===== config.mk =====
export PLATFORM = sky130hd
export DESIGN_NAME = fetch_top
export DESIGN_NICKNAME = d
export VERILOG_FILES = /design/src/logic/mem_pkg.sv /design/src/logic/fetch_pkg.sv /design/src/logic/spill_cell.sv /design/src/logic/pred_fifo.sv /design/src/logic/pc_gen.sv /design/src/logic/fetch_mem_if.sv /design/src/logic/instr_mem.sv /design/src/logic/fetch_top.sv
export SDC_FILE = /design/constraint.sdc
export NUM_CORES = 2
export LEC_CHECK = 0
export ABC_AREA = 1
export BUFFER_PORTS_ARGS = -buffer_cell sky130_fd_sc_hd__buf_2
export CORE_ASPECT_RATIO = 0.9
export CORE_MARGIN = 3
export CORE_UTILIZATION = 56
export DETAILED_ROUTE_END_ITERATION = 10
export GPL_TIMING_DRIVEN = 1
export PLACE_DENSITY = 0.75
export SYNTH_ARGS = -nofsm -noshare
export SYNTH_HDL_FRONTEND = slang
export SYNTH_SLANG_ARGS = --single-unit
export TNS_END_PERCENT = 10

===== constraint.sdc =====
create_clock -name clk_i -period 10.21 [get_ports clk_i]
set_clock_uncertainty 0.2 [all_clocks]
set_input_delay 2.042 -clock clk_i [delete_from_list [all_inputs] [get_ports clk_i]]
set_output_delay 2.042 -clock clk_i [all_outputs]
set_load 0.1 [all_outputs]

===== src/logic/mem_pkg.sv =====
// Memory-side types of the instruction fetch path
// Byte addresses, data words, fetch exception causes and the
// answer bundle returned by the instruction memory

package mem_pkg;

  // Architectural widths
  localparam int unsigned ADDR_W = 32;
  localparam int unsigned WORD_W = 32;

  // ------------------------------------------------------------------
  // Plain vector types
  // ------------------------------------------------------------------

  // Byte address as presented to the memory
  typedef logic [ADDR_W-1:0] addr_t;

  // One memory data word
  typedef logic [WORD_W-1:0] word_t;

  // ------------------------------------------------------------------
  // Exceptions and answers
  // ------------------------------------------------------------------

  // Fetch exception causes
  typedef enum logic [1:0] {
    EXC_NONE               = 2'd0,
    EXC_INSTR_MISALIGNED   = 2'd1,
    EXC_INSTR_ACCESS_FAULT = 2'd2
  } except_code_t;

  // Memory answer, data is zero when a fault is raised
  typedef struct packed {
    word_t        data;
    logic         except_raised;
    except_code_t except_code;
  } mem_ans_t;

endpackage


===== src/logic/fetch_pkg.sv =====
// Fetch-side types of the instruction fetch path
// Instruction word, branch prediction record and the bundle that
// leaves the fetch stage toward issue

package fetch_pkg;

  import mem_pkg::*;

  // Instruction length, no compressed instructions
  localparam int unsigned ILEN = 32;

  // ------------------------------------------------------------------
  // Instruction and prediction
  // ------------------------------------------------------------------

  // Raw instruction word
  typedef logic [ILEN-1:0] instr_t;

  // PC under fetch and what the BTB said about it
  typedef struct packed {
    addr_t pc;
    logic  taken;
    // Next PC, BTB target on a hit, PC plus 4 otherwise
    addr_t target;
  } prediction_t;

  // ------------------------------------------------------------------
  // Issue side
  // ------------------------------------------------------------------

  // Answer register contents, also the issue output
  typedef struct packed {
    instr_t       instr;
    prediction_t  pred;
    logic         except_raised;
    except_code_t except_code;
  } issue_bundle_t;

endpackage


===== src/logic/spill_cell.sv =====
// Spill cell
// Two-entry valid/ready register slice with flush. The upstream
// ready only looks at the spill register, so no combinational path
// runs from ready_i back to ready_o

module spill_cell #(
  parameter type DATA_T = logic [31:0]
) (
  input  logic  clk_i,
  input  logic  rst_i,
  input  logic  flush_i,
  // Upstream side
  input  logic  valid_i,
  output logic  ready_o,
  input  DATA_T data_i,
  // Downstream side
  output logic  valid_o,
  input  logic  ready_i,
  output DATA_T data_o
);

  logic  main_valid_q, spill_valid_q;
  DATA_T main_data_q, spill_data_q;
  logic  in_xfer, out_xfer;
  logic  main_load_in, main_from_spill, spill_load;

  // Handshake decode
  assign in_xfer  = valid_i & ~spill_valid_q;
  assign out_xfer = main_valid_q & ready_i;

  // Main takes new data when empty or draining without a spilled item
  assign main_load_in    = in_xfer & (~main_valid_q | out_xfer);
  assign main_from_spill = out_xfer & spill_valid_q;
  // Park incoming data when main is held
  assign spill_load      = in_xfer & main_valid_q & ~out_xfer;

  // Occupancy
  always_ff @(posedge clk_i) begin
    if (rst_i || flush_i) begin
      main_valid_q  <= 1'b0;
      spill_valid_q <= 1'b0;
    end else begin
      if (main_from_spill || main_load_in) begin
        main_valid_q <= 1'b1;
      end else if (out_xfer) begin
        main_valid_q <= 1'b0;
      end
      if (spill_load) begin
        spill_valid_q <= 1'b1;
      end else if (main_from_spill) begin
        spill_valid_q <= 1'b0;
      end
    end
  end

  // Payload
  always_ff @(posedge clk_i) begin
    if (main_from_spill) begin
      main_data_q <= spill_data_q;
    end else if (main_load_in) begin
      main_data_q <= data_i;
    end
    if (spill_load) begin
      spill_data_q <= data_i;
    end
  end

  assign ready_o = ~spill_valid_q;
  assign valid_o = main_valid_q;
  assign data_o  = main_data_q;

endmodule


===== src/logic/pred_fifo.sv =====
// Prediction FIFO
// Circular buffer without handshake. The owner guarantees that it
// never pushes a full FIFO, unless it pops in the same cycle

module pred_fifo #(
  parameter type DATA_T          = logic [31:0],
  parameter int  MAX_OUTSTANDING = 2
) (
  input  logic  clk_i,
  input  logic  rst_i,
  input  logic  flush_i,
  input  logic  push_i,
  input  logic  pop_i,
  input  DATA_T data_i,
  output DATA_T data_o,
  output logic  full_o
);

  localparam int PTR_W = (MAX_OUTSTANDING > 1) ? $clog2(MAX_OUTSTANDING) : 1;
  localparam int CNT_W = $clog2(MAX_OUTSTANDING + 1);

  typedef logic [PTR_W-1:0] ptr_t;
  typedef logic [CNT_W-1:0] cnt_t;

  DATA_T buf_q [MAX_OUTSTANDING];
  ptr_t  rd_ptr_q, wr_ptr_q;
  cnt_t  count_q;

  // Pointer and count update
  always_ff @(posedge clk_i) begin
    if (rst_i || flush_i) begin
      rd_ptr_q <= '0;
      wr_ptr_q <= '0;
      count_q  <= '0;
    end else begin
      // Wrap by hand, depth need not be a power of two
      if (push_i) begin
        wr_ptr_q <= (wr_ptr_q == ptr_t'(MAX_OUTSTANDING - 1)) ? '0 : wr_ptr_q + 1'b1;
      end
      if (pop_i) begin
        rd_ptr_q <= (rd_ptr_q == ptr_t'(MAX_OUTSTANDING - 1)) ? '0 : rd_ptr_q + 1'b1;
      end
      case ({push_i, pop_i})
        2'b10:   count_q <= count_q + 1'b1;
        2'b01:   count_q <= count_q - 1'b1;
        default: count_q <= count_q;
      endcase
    end
  end

  // Storage
  always_ff @(posedge clk_i) begin
    if (push_i) begin
      buf_q[wr_ptr_q] <= data_i;
    end
  end

  // Oldest entry always on the output
  assign data_o = buf_q[rd_ptr_q];
  assign full_o = (count_q == cnt_t'(MAX_OUTSTANDING));

endmodule


===== src/logic/pc_gen.sv =====
// PC generator
// Holds the fetch PC and a four-entry direct-mapped BTB. Produces one
// prediction per fetch; a redirect restarts the PC and trains the BTB

module pc_gen
  import mem_pkg::*;
  import fetch_pkg::*;
#(
  parameter addr_t BOOT_PC = '0
) (
  input  logic        clk_i,
  input  logic        rst_i,
  // Redirect from outside
  input  logic        redirect_i,
  input  addr_t       redirect_from_i,
  input  addr_t       redirect_to_i,
  // Fetch link
  output logic        fetch_valid_o,
  input  logic        fetch_ready_i,
  output prediction_t fetch_pred_o
);

  localparam int unsigned BTB_ENTRIES = 4;

  // Index is PC bits 3:2, tag the bits above
  typedef logic [1:0]  btb_idx_t;
  typedef logic [27:0] btb_tag_t;

  typedef struct packed {
    logic     valid;
    btb_tag_t tag;
    addr_t    target;
  } btb_entry_t;

  addr_t      pc_q;
  logic       valid_q;
  btb_entry_t btb_q [BTB_ENTRIES];
  btb_idx_t   lookup_idx, train_idx;
  btb_tag_t   lookup_tag;
  logic       btb_hit;
  logic       fetch_xfer;

  // ------------------------------------------------------------------
  // BTB lookup
  // ------------------------------------------------------------------
  assign lookup_idx = pc_q[3:2];
  assign lookup_tag = pc_q[31:4];
  assign btb_hit    = btb_q[lookup_idx].valid && (btb_q[lookup_idx].tag == lookup_tag);

  assign fetch_pred_o.pc     = pc_q;
  assign fetch_pred_o.taken  = btb_hit;
  assign fetch_pred_o.target = btb_hit ? btb_q[lookup_idx].target : pc_q + addr_t'(4);

  assign fetch_valid_o = valid_q;
  assign fetch_xfer    = valid_q & fetch_ready_i;

  // ------------------------------------------------------------------
  // PC register
  // ------------------------------------------------------------------
  always_ff @(posedge clk_i) begin
    if (rst_i) begin
      pc_q    <= BOOT_PC;
      valid_q <= 1'b0;
    end else begin
      // Always fetching once out of reset
      valid_q <= 1'b1;
      if (redirect_i) begin
        pc_q <= redirect_to_i;
      end else if (fetch_xfer) begin
        pc_q <= fetch_pred_o.target;
      end
    end
  end

  // ------------------------------------------------------------------
  // BTB training
  // ------------------------------------------------------------------
  assign train_idx = redirect_from_i[3:2];

  always_ff @(posedge clk_i) begin
    if (rst_i) begin
      for (int i = 0; i < BTB_ENTRIES; i++) begin
        btb_q[i].valid <= 1'b0;
      end
    end else if (redirect_i) begin
      btb_q[train_idx].valid  <= 1'b1;
      btb_q[train_idx].tag    <= redirect_from_i[31:4];
      btb_q[train_idx].target <= redirect_to_i;
    end
  end

endmodule


===== src/logic/fetch_mem_if.sv =====
// Fetch memory interface
// Registers fetch requests toward the instruction memory, parks each
// prediction in a FIFO while the memory works and joins the in-order
// answer with its prediction in a register toward issue

module fetch_mem_if
  import mem_pkg::*;
  import fetch_pkg::*;
#(
  parameter int MAX_OUTSTANDING = 2
) (
  input  logic          clk_i,
  input  logic          rst_i,
  input  logic          flush_i,
  // PC generator
  input  logic          fetch_valid_i,
  output logic          fetch_ready_o,
  input  prediction_t   fetch_pred_i,
  // Memory request
  output logic          mem_req_valid_o,
  input  logic          mem_req_ready_i,
  output addr_t         mem_req_addr_o,
  // Memory answer
  input  logic          mem_ans_valid_i,
  output logic          mem_ans_ready_o,
  input  mem_ans_t      mem_ans_i,
  // Issue stage
  output logic          issue_valid_o,
  input  logic          issue_ready_i,
  output issue_bundle_t issue_o
);

  prediction_t   req_reg_out;
  logic          req_reg_valid, req_reg_ready;
  logic          pred_push, pred_pop;
  logic          pred_full, req_block;
  prediction_t   pred_fifo_out;
  issue_bundle_t ans_reg_in;

  // ------------------------------------------------------------------
  // Request register
  // ------------------------------------------------------------------
  spill_cell #(
    .DATA_T (prediction_t)
  ) u_req_reg (
    .clk_i   (clk_i),
    .rst_i   (rst_i),
    .flush_i (flush_i),
    .valid_i (fetch_valid_i),
    .ready_o (fetch_ready_o),
    .data_i  (fetch_pred_i),
    .valid_o (req_reg_valid),
    .ready_i (req_reg_ready),
    .data_o  (req_reg_out)
  );

  // Hold requests while the FIFO is full, unless an answer frees a slot
  assign req_block       = pred_full & ~pred_pop;
  assign mem_req_valid_o = req_reg_valid & ~req_block;
  assign req_reg_ready   = mem_req_ready_i & ~req_block;
  assign mem_req_addr_o  = req_reg_out.pc;

  // ------------------------------------------------------------------
  // Prediction FIFO
  // ------------------------------------------------------------------
  // Memory answers in order, so the oldest entry matches each answer
  assign pred_push = mem_req_valid_o & mem_req_ready_i;
  assign pred_pop  = mem_ans_valid_i & mem_ans_ready_o;

  pred_fifo #(
    .DATA_T          (prediction_t),
    .MAX_OUTSTANDING (MAX_OUTSTANDING)
  ) u_pred_fifo (
    .clk_i   (clk_i),
    .rst_i   (rst_i),
    .flush_i (flush_i),
    .push_i  (pred_push),
    .pop_i   (pred_pop),
    .data_i  (req_reg_out),
    .data_o  (pred_fifo_out),
    .full_o  (pred_full)
  );

  // ------------------------------------------------------------------
  // Answer register
  // ------------------------------------------------------------------
  assign ans_reg_in.instr         = instr_t'(mem_ans_i.data);
  assign ans_reg_in.pred          = pred_fifo_out;
  assign ans_reg_in.except_raised = mem_ans_i.except_raised;
  assign ans_reg_in.except_code   = mem_ans_i.except_code;

  spill_cell #(
    .DATA_T (issue_bundle_t)
  ) u_ans_reg (
    .clk_i   (clk_i),
    .rst_i   (rst_i),
    .flush_i (flush_i),
    .valid_i (mem_ans_valid_i),
    .ready_o (mem_ans_ready_o),
    .data_i  (ans_reg_in),
    .valid_o (issue_valid_o),
    .ready_i (issue_ready_i),
    .data_o  (issue_o)
  );

endmodule


===== src/logic/instr_mem.sv =====
// Instruction memory
// Word array filled through a loader port and read through an in-order
// pipeline of fixed depth that freezes while its output is stalled.
// Flags misaligned and out-of-range fetch addresses

module instr_mem
  import mem_pkg::*;
#(
  parameter int MEM_WORDS   = 64,
  parameter int MEM_LATENCY = 2
) (
  input  logic     clk_i,
  input  logic     rst_i,
  input  logic     flush_i,
  // Request link
  input  logic     req_valid_i,
  output logic     req_ready_o,
  input  addr_t    req_addr_i,
  // Answer link
  output logic     ans_valid_o,
  input  logic     ans_ready_i,
  output mem_ans_t ans_o,
  // Loader
  input  logic     load_we_i,
  input  addr_t    load_addr_i,
  input  word_t    load_data_i
);

  localparam int    IDX_W     = (MEM_WORDS > 1) ? $clog2(MEM_WORDS) : 1;
  localparam addr_t MEM_BYTES = addr_t'(4 * MEM_WORDS);

  word_t    mem_q [MEM_WORDS];
  logic     stage_valid_q [MEM_LATENCY];
  mem_ans_t stage_ans_q [MEM_LATENCY];
  mem_ans_t req_ans;
  logic     advance;

  // Loader write port
  always_ff @(posedge clk_i) begin
    if (load_we_i) begin
      mem_q[load_addr_i[IDX_W+1:2]] <= load_data_i;
    end
  end

  // ------------------------------------------------------------------
  // Read and fault check
  // ------------------------------------------------------------------
  always_comb begin
    req_ans = '{data: '0, except_raised: 1'b0, except_code: EXC_NONE};
    // Misalignment wins over range
    if (req_addr_i[1:0] != 2'b00) begin
      req_ans.except_raised = 1'b1;
      req_ans.except_code   = EXC_INSTR_MISALIGNED;
    end else if (req_addr_i >= MEM_BYTES) begin
      req_ans.except_raised = 1'b1;
      req_ans.except_code   = EXC_INSTR_ACCESS_FAULT;
    end else begin
      req_ans.data = mem_q[req_addr_i[IDX_W+1:2]];
    end
  end

  // ------------------------------------------------------------------
  // Read pipeline
  // ------------------------------------------------------------------
  // Whole pipe moves only when the last stage is empty or taken
  assign advance     = ~stage_valid_q[MEM_LATENCY-1] | ans_ready_i;
  assign req_ready_o = advance;

  always_ff @(posedge clk_i) begin
    if (rst_i || flush_i) begin
      for (int i = 0; i < MEM_LATENCY; i++) begin
        stage_valid_q[i] <= 1'b0;
      end
    end else if (advance) begin
      stage_valid_q[0] <= req_valid_i;
      for (int i = 1; i < MEM_LATENCY; i++) begin
        stage_valid_q[i] <= stage_valid_q[i-1];
      end
    end
  end

  // Answer payload follows the valid bits
  always_ff @(posedge clk_i) begin
    if (advance) begin
      stage_ans_q[0] <= req_ans;
      for (int i = 1; i < MEM_LATENCY; i++) begin
        stage_ans_q[i] <= stage_ans_q[i-1];
      end
    end
  end

  assign ans_valid_o = stage_valid_q[MEM_LATENCY-1];
  assign ans_o       = stage_ans_q[MEM_LATENCY-1];

endmodule


===== src/logic/fetch_top.sv =====
// Instruction fetch front end
// PC generator, fetch memory interface and instruction memory, with
// the issue, redirect and loader ports brought out

module fetch_top
  import mem_pkg::*;
  import fetch_pkg::*;
#(
  parameter addr_t BOOT_PC         = '0,
  parameter int    MAX_OUTSTANDING = 2,
  parameter int    MEM_WORDS       = 64,
  parameter int    MEM_LATENCY     = 2
) (
  input  logic          clk_i,
  input  logic          rst_i,
  // Redirect pulse, also flushes the pipeline
  input  logic          redirect_valid_i,
  input  addr_t         redirect_from_i,
  input  addr_t         redirect_to_i,
  // Loader
  input  logic          load_we_i,
  input  addr_t         load_addr_i,
  input  word_t         load_data_i,
  // Issue
  output logic          issue_valid_o,
  input  logic          issue_ready_i,
  output issue_bundle_t issue_o
);

  logic        fetch_valid, fetch_ready;
  prediction_t fetch_pred;
  logic        mem_req_valid, mem_req_ready;
  addr_t       mem_req_addr;
  logic        mem_ans_valid, mem_ans_ready;
  mem_ans_t    mem_ans;

  // ------------------------------------------------------------------
  // PC generation
  // ------------------------------------------------------------------
  pc_gen #(
    .BOOT_PC (BOOT_PC)
  ) u_pc_gen (
    .clk_i           (clk_i),
    .rst_i           (rst_i),
    .redirect_i      (redirect_valid_i),
    .redirect_from_i (redirect_from_i),
    .redirect_to_i   (redirect_to_i),
    .fetch_valid_o   (fetch_valid),
    .fetch_ready_i   (fetch_ready),
    .fetch_pred_o    (fetch_pred)
  );

  // ------------------------------------------------------------------
  // Memory interface
  // ------------------------------------------------------------------
  fetch_mem_if #(
    .MAX_OUTSTANDING (MAX_OUTSTANDING)
  ) u_fetch_mem_if (
    .clk_i           (clk_i),
    .rst_i           (rst_i),
    .flush_i         (redirect_valid_i),
    .fetch_valid_i   (fetch_valid),
    .fetch_ready_o   (fetch_ready),
    .fetch_pred_i    (fetch_pred),
    .mem_req_valid_o (mem_req_valid),
    .mem_req_ready_i (mem_req_ready),
    .mem_req_addr_o  (mem_req_addr),
    .mem_ans_valid_i (mem_ans_valid),
    .mem_ans_ready_o (mem_ans_ready),
    .mem_ans_i       (mem_ans),
    .issue_valid_o   (issue_valid_o),
    .issue_ready_i   (issue_ready_i),
    .issue_o         (issue_o)
  );

  // ------------------------------------------------------------------
  // Instruction memory
  // ------------------------------------------------------------------
  instr_mem #(
    .MEM_WORDS   (MEM_WORDS),
    .MEM_LATENCY (MEM_LATENCY)
  ) u_instr_mem (
    .clk_i       (clk_i),
    .rst_i       (rst_i),
    .flush_i     (redirect_valid_i),
    .req_valid_i (mem_req_valid),
    .req_ready_o (mem_req_ready),
    .req_addr_i  (mem_req_addr),
    .ans_valid_o (mem_ans_valid),
    .ans_ready_i (mem_ans_ready),
    .ans_o       (mem_ans),
    .load_we_i   (load_we_i),
    .load_addr_i (load_addr_i),
    .load_data_i (load_data_i)
  );

endmodule


==> impl_metrics.sql <==
INSERT INTO impl_metrics (metric_group, metric, value, unit) VALUES
('run_status', 'status', 'completed', ''),
('global_route', 'grt-ovfl-total', '0', ''),
('cts', 'cts_setup_buffers', '0', ''),
('routing', 'drt-vias-per-instance', '6.22', ''),
('cts', 'clk_root_buffer_cell', 'clkbuf_16', ''),
('synth', 'postSynth.topFlopCell', 'edfxtp_1', ''),
('synth', 'count_of_yosys_warnings_during_synthesis', '0', ''),
('power_and_ir_drop', 'vdd.ir_drop.worst', '0.000191', 'V'),
('die', 'start_util', '56.6', '%'),
('sta', 'slew_violations', '0', ''),
('synth', 'synth.yosys.seq_area_share', '76.2', '%'),
('power_and_ir_drop', 'fin_total_pwr', '25.0', 'mW'),
('synth', 'synthesis.area_per_instance', '12.9', 'um^2'),
('routing', 'num_vias', '72600', ''),
('die', 'die_w', '479', 'um'),
('sta', 'hold_viol_final', '0', ''),
('routing', 'drc', '0', ''),
('sta', 'fin_crit', '5020', 'ps'),
('global_route', 'grt_start_max_net_pins', '202', ''),
('routing', 'detailedRoute.firstIterationViolations', '10200', ''),
('sta', 'final.period_utilization', '49.2', '%'),
('routing', 'drtPass1Iterations', '6', ''),
('setup_path', 'timing_worst_setup_path_type', 'flip-flop to flip-flop', ''),
('cts', 'clk_path_buf_depth', '4', ''),
('setup_path', 'timing.critical_path.from_type', 'flip-flop', ''),
('global_route', 'first_global_vias', '69300', ''),
('global_route', 'grt_first_pass_wirelength', '429000', 'um'),
('setup_path', 'critPathMaxFanout', '201', ''),
('synth', 'syn_inst', '8712', ''),
('layout', 'post_route_cells_drive_above_1_share', '10.2', '%'),
('layout', 'finalNonFillerCells', '11700', ''),
('layout', 'layout_common_cells', 'edfxtp_1 (2824), nor2_1 (1235), nand2_1 (1229)', ''),
('placed_design', 'place.detailed.hpwl', '157000', 'um'),
('layout', 'final_net_count', '8932', ''),
('cts', 'number_of_hold_buffers_added_after_cts', '0', ''),
('synth', 'synth.lib_cells_used.distinct', '36', ''),
('sta', 'timing_worst_slew_pin_value', '1340', 'ps'),
('layout', 'mostFrequentLayoutCell', 'edfxtp_1', ''),
('cts', 'cts_made_buffers', '295', ''),
('synth', 'synth-edff-count', '2824', ''),
('die', 'die_h', '431', 'um'),
('placed_design', 'placement.io_buffers', '205', ''),
('setup_path', 'cp.required', '10570', 'ps'),
('cts', 'cts.clk_slew.worst_paths', '60', 'ps'),
('synth', 'yosys.area.top_type_share', '75.3', '%'),
('setup_path', 'worst-endpoint-arrival', '5380', 'ps'),
('sta', 'maxSlewHeadroom', '10.8', '%'),
('cts', 'clock_tree.htree_level_count', '5', ''),
('setup_path', 'timing.critical_path.to_type', 'flip-flop', ''),
('sta', 'maximum_clock_frequency', '199', 'MHz'),
('die', 'fp.dieArea', '206000', 'um^2'),
('global_route', 'initial_antenna_violation_count', '17', ''),
('synth', 'postSynthNetCount', '8847', ''),
('placed_design', 'globalplace.congestion', '0.928', ''),
('power_and_ir_drop', 'power_density', '200', 'nW/um^2'),
('cts', 'cts_tree', 'done', ''),
('global_route', 'gr-usage-all-layers', '27.4', '%'),
('die', 'core-area', '199000', 'um^2'),
('synth', 'syn-cell-area', '113000', 'um^2'),
('synth', 'ys_async_sr_fraction', '0', '%'),
('sta', 'rsz0062_at_grt', 'no', ''),
('routing', 'route.antenna.remaining_nets', '0', ''),
('sta', 'hold_slack', '212', 'ps'),
('routing', 'finalWirelength', '289000', 'um'),
('synth', 'post-synth-top-area-cell', 'edfxtp_1', ''),
('die', 'rows', '155', ''),
('min_path', 'min_path_type', 'flip-flop to flip-flop', ''),
('synth', 'yosys-top-cells-area', 'edfxtp_1 (75%), o21ai_0 (5.1%), nor2_1 (4.4%)', ''),
('layout', 'layout.filler_cells', '14100', ''),
('cts', 'clkLatencyLatePin', '940', 'ps'),
('sta', 'setup-tns-final', '0', 'ps'),
('die', 'design.portCount', '234', ''),
('cts', 'clkSinkCount', '2874', ''),
('run', 'max_cap_violations', '0', ''),
('routing', 'post_dr_wirelength_cell', '24.7', 'um'),
('sta', 'finalSetupViolations', '0', ''),
('synth', 'postSynthRegisterBits', '2874', ''),
('layout', 'area_delta_synth_final', '11.4', '%'),
('cts', 'cts.repair.resized', '0', ''),
('power_and_ir_drop', 'static-leakage-power', '41.9', 'nW'),
('placed_design', 'placed_cells', '11200', '');
[metrics by stage]
step,setup slack [ps],area [um^2],utilization [%]
finish,5190,125000,63.0
CTS,5280,125000,63.0
global route,4970,125000,63.0
detailed placement,5130,117000,58.6
floorplan,172,113000,-
global placement,5240,117000,58.6
[flip-flops by register name, summed over array words and instances (netlist names), named ones only]
signal and cells:
u_fetch_mem_if.u_ans_reg.spill_valid_q 1, u_pc_gen.fetch_valid_o 1, u_pc_gen.pc_q 32, u_fetch_mem_if.u_req_reg.spill_valid_q 1
u_instr_mem.mem_q 2048, u_fetch_mem_if.u_ans_reg.data_o 100, u_fetch_mem_if.u_pred_fifo.buf_q 130, u_fetch_mem_if.u_pred_fifo.count_q 2
u_fetch_mem_if.u_req_reg.spill_data_q 65, u_fetch_mem_if.u_req_reg.valid_o 1, u_fetch_mem_if.u_pred_fifo.rd_ptr_q 1, u_fetch_mem_if.u_ans_reg.spill_data_q 100
u_fetch_mem_if.u_ans_reg.valid_o 1, u_instr_mem.stage_ans_q 70, u_fetch_mem_if.u_pred_fifo.wr_ptr_q 1, u_pc_gen.btb_q 244
u_fetch_mem_if.u_req_reg.data_o 65, u_instr_mem.stage_valid_q 2
[worst max-delay path, cell delays in order (launching register included)]
cell and delay (ps):
dfxtp_4 780, buf_12 590, buf_4 850, o21ai_0 200, o22ai_1 240, nand2_1 80, nand3_1 140, nand3_1 140
nand3_1 240, nand2_1 80, a31oi_1 820
[Yosys cell counts (all sizes together), types with 2 or more instances]
library cell,n
inv,206
o22ai,575
nand3,543
mux2,71
nand4,19
a21oi,40
edfxtp,2824
dfxtp,50
ha,2
xor2,27
buf,97
nor4,8
a31oi,48
nor3,12
nand3b,15
nor2,1310
o21ai,1158
and2,8
nand2,1234
clkbuf,461
[kinds of logic after synthesis]
family | share of synthesized area (%)
adder cells (fa/ha/maj) | 0.0222
XOR/XNOR | 0.210
multiplexers | 0.710
AND/OR/NAND/NOR | 11.3
buffers and inverters | 2.68
AO/OA/AOI/OAI | 8.83
flip-flops | 76.2
[routing by layer]
metal / vias to the layer above / track usage [%] / wire [um]
li1: 31900 / - / -
met1: 35700 / 38.5 / 110000
met2: 4353 / 43.3 / 137000
met3: 697 / 4.10 / 29200
met4: 14 / 11.3 / 12300
met5: - / 0 / 98
[report_power, final]
| group | leakage, nW | internal, mW | total [mW] | switching, mW |
|---|---|---|---|---|
| clock network | 4.34 | 5.82 | 10.1 | 4.26 |
| logic | 11.8 | 0.453 | 1.79 | 1.33 |
| registers | 25.8 | 13.1 | 13.2 | 0.0841 |
[cell type report]
class	instances	area, um^2	share of cell area (%)
clock buffer	370	7840	6.25
antenna	7	17.5	0.0140
tap	2669	3340	2.66
sequential	2874	85800	68.4
multi-input combinational	5073	24300	19.4
inverter	207	813	0.649
clock inverter	131	1020	0.815
timing repair buffer	346	2210	1.76
[final timing paths]
path                                                     from                        endpoint  slack, ps  cells after the start
worst max-delay path                                flip-flop  u_instr_mem.stage_ans_q[0][18]       5190                     10
worst min-delay path            u_instr_mem.stage_ans_q[0][7]  u_instr_mem.stage_ans_q[0][42]        210                      0
worst max register to register                      flip-flop  u_instr_mem.stage_ans_q[0][18]       5190                     10
worst min register to register  u_instr_mem.stage_ans_q[0][7]  u_instr_mem.stage_ans_q[0][42]        210                      0
No activity file was read; power rests on OpenSTA's default activity.
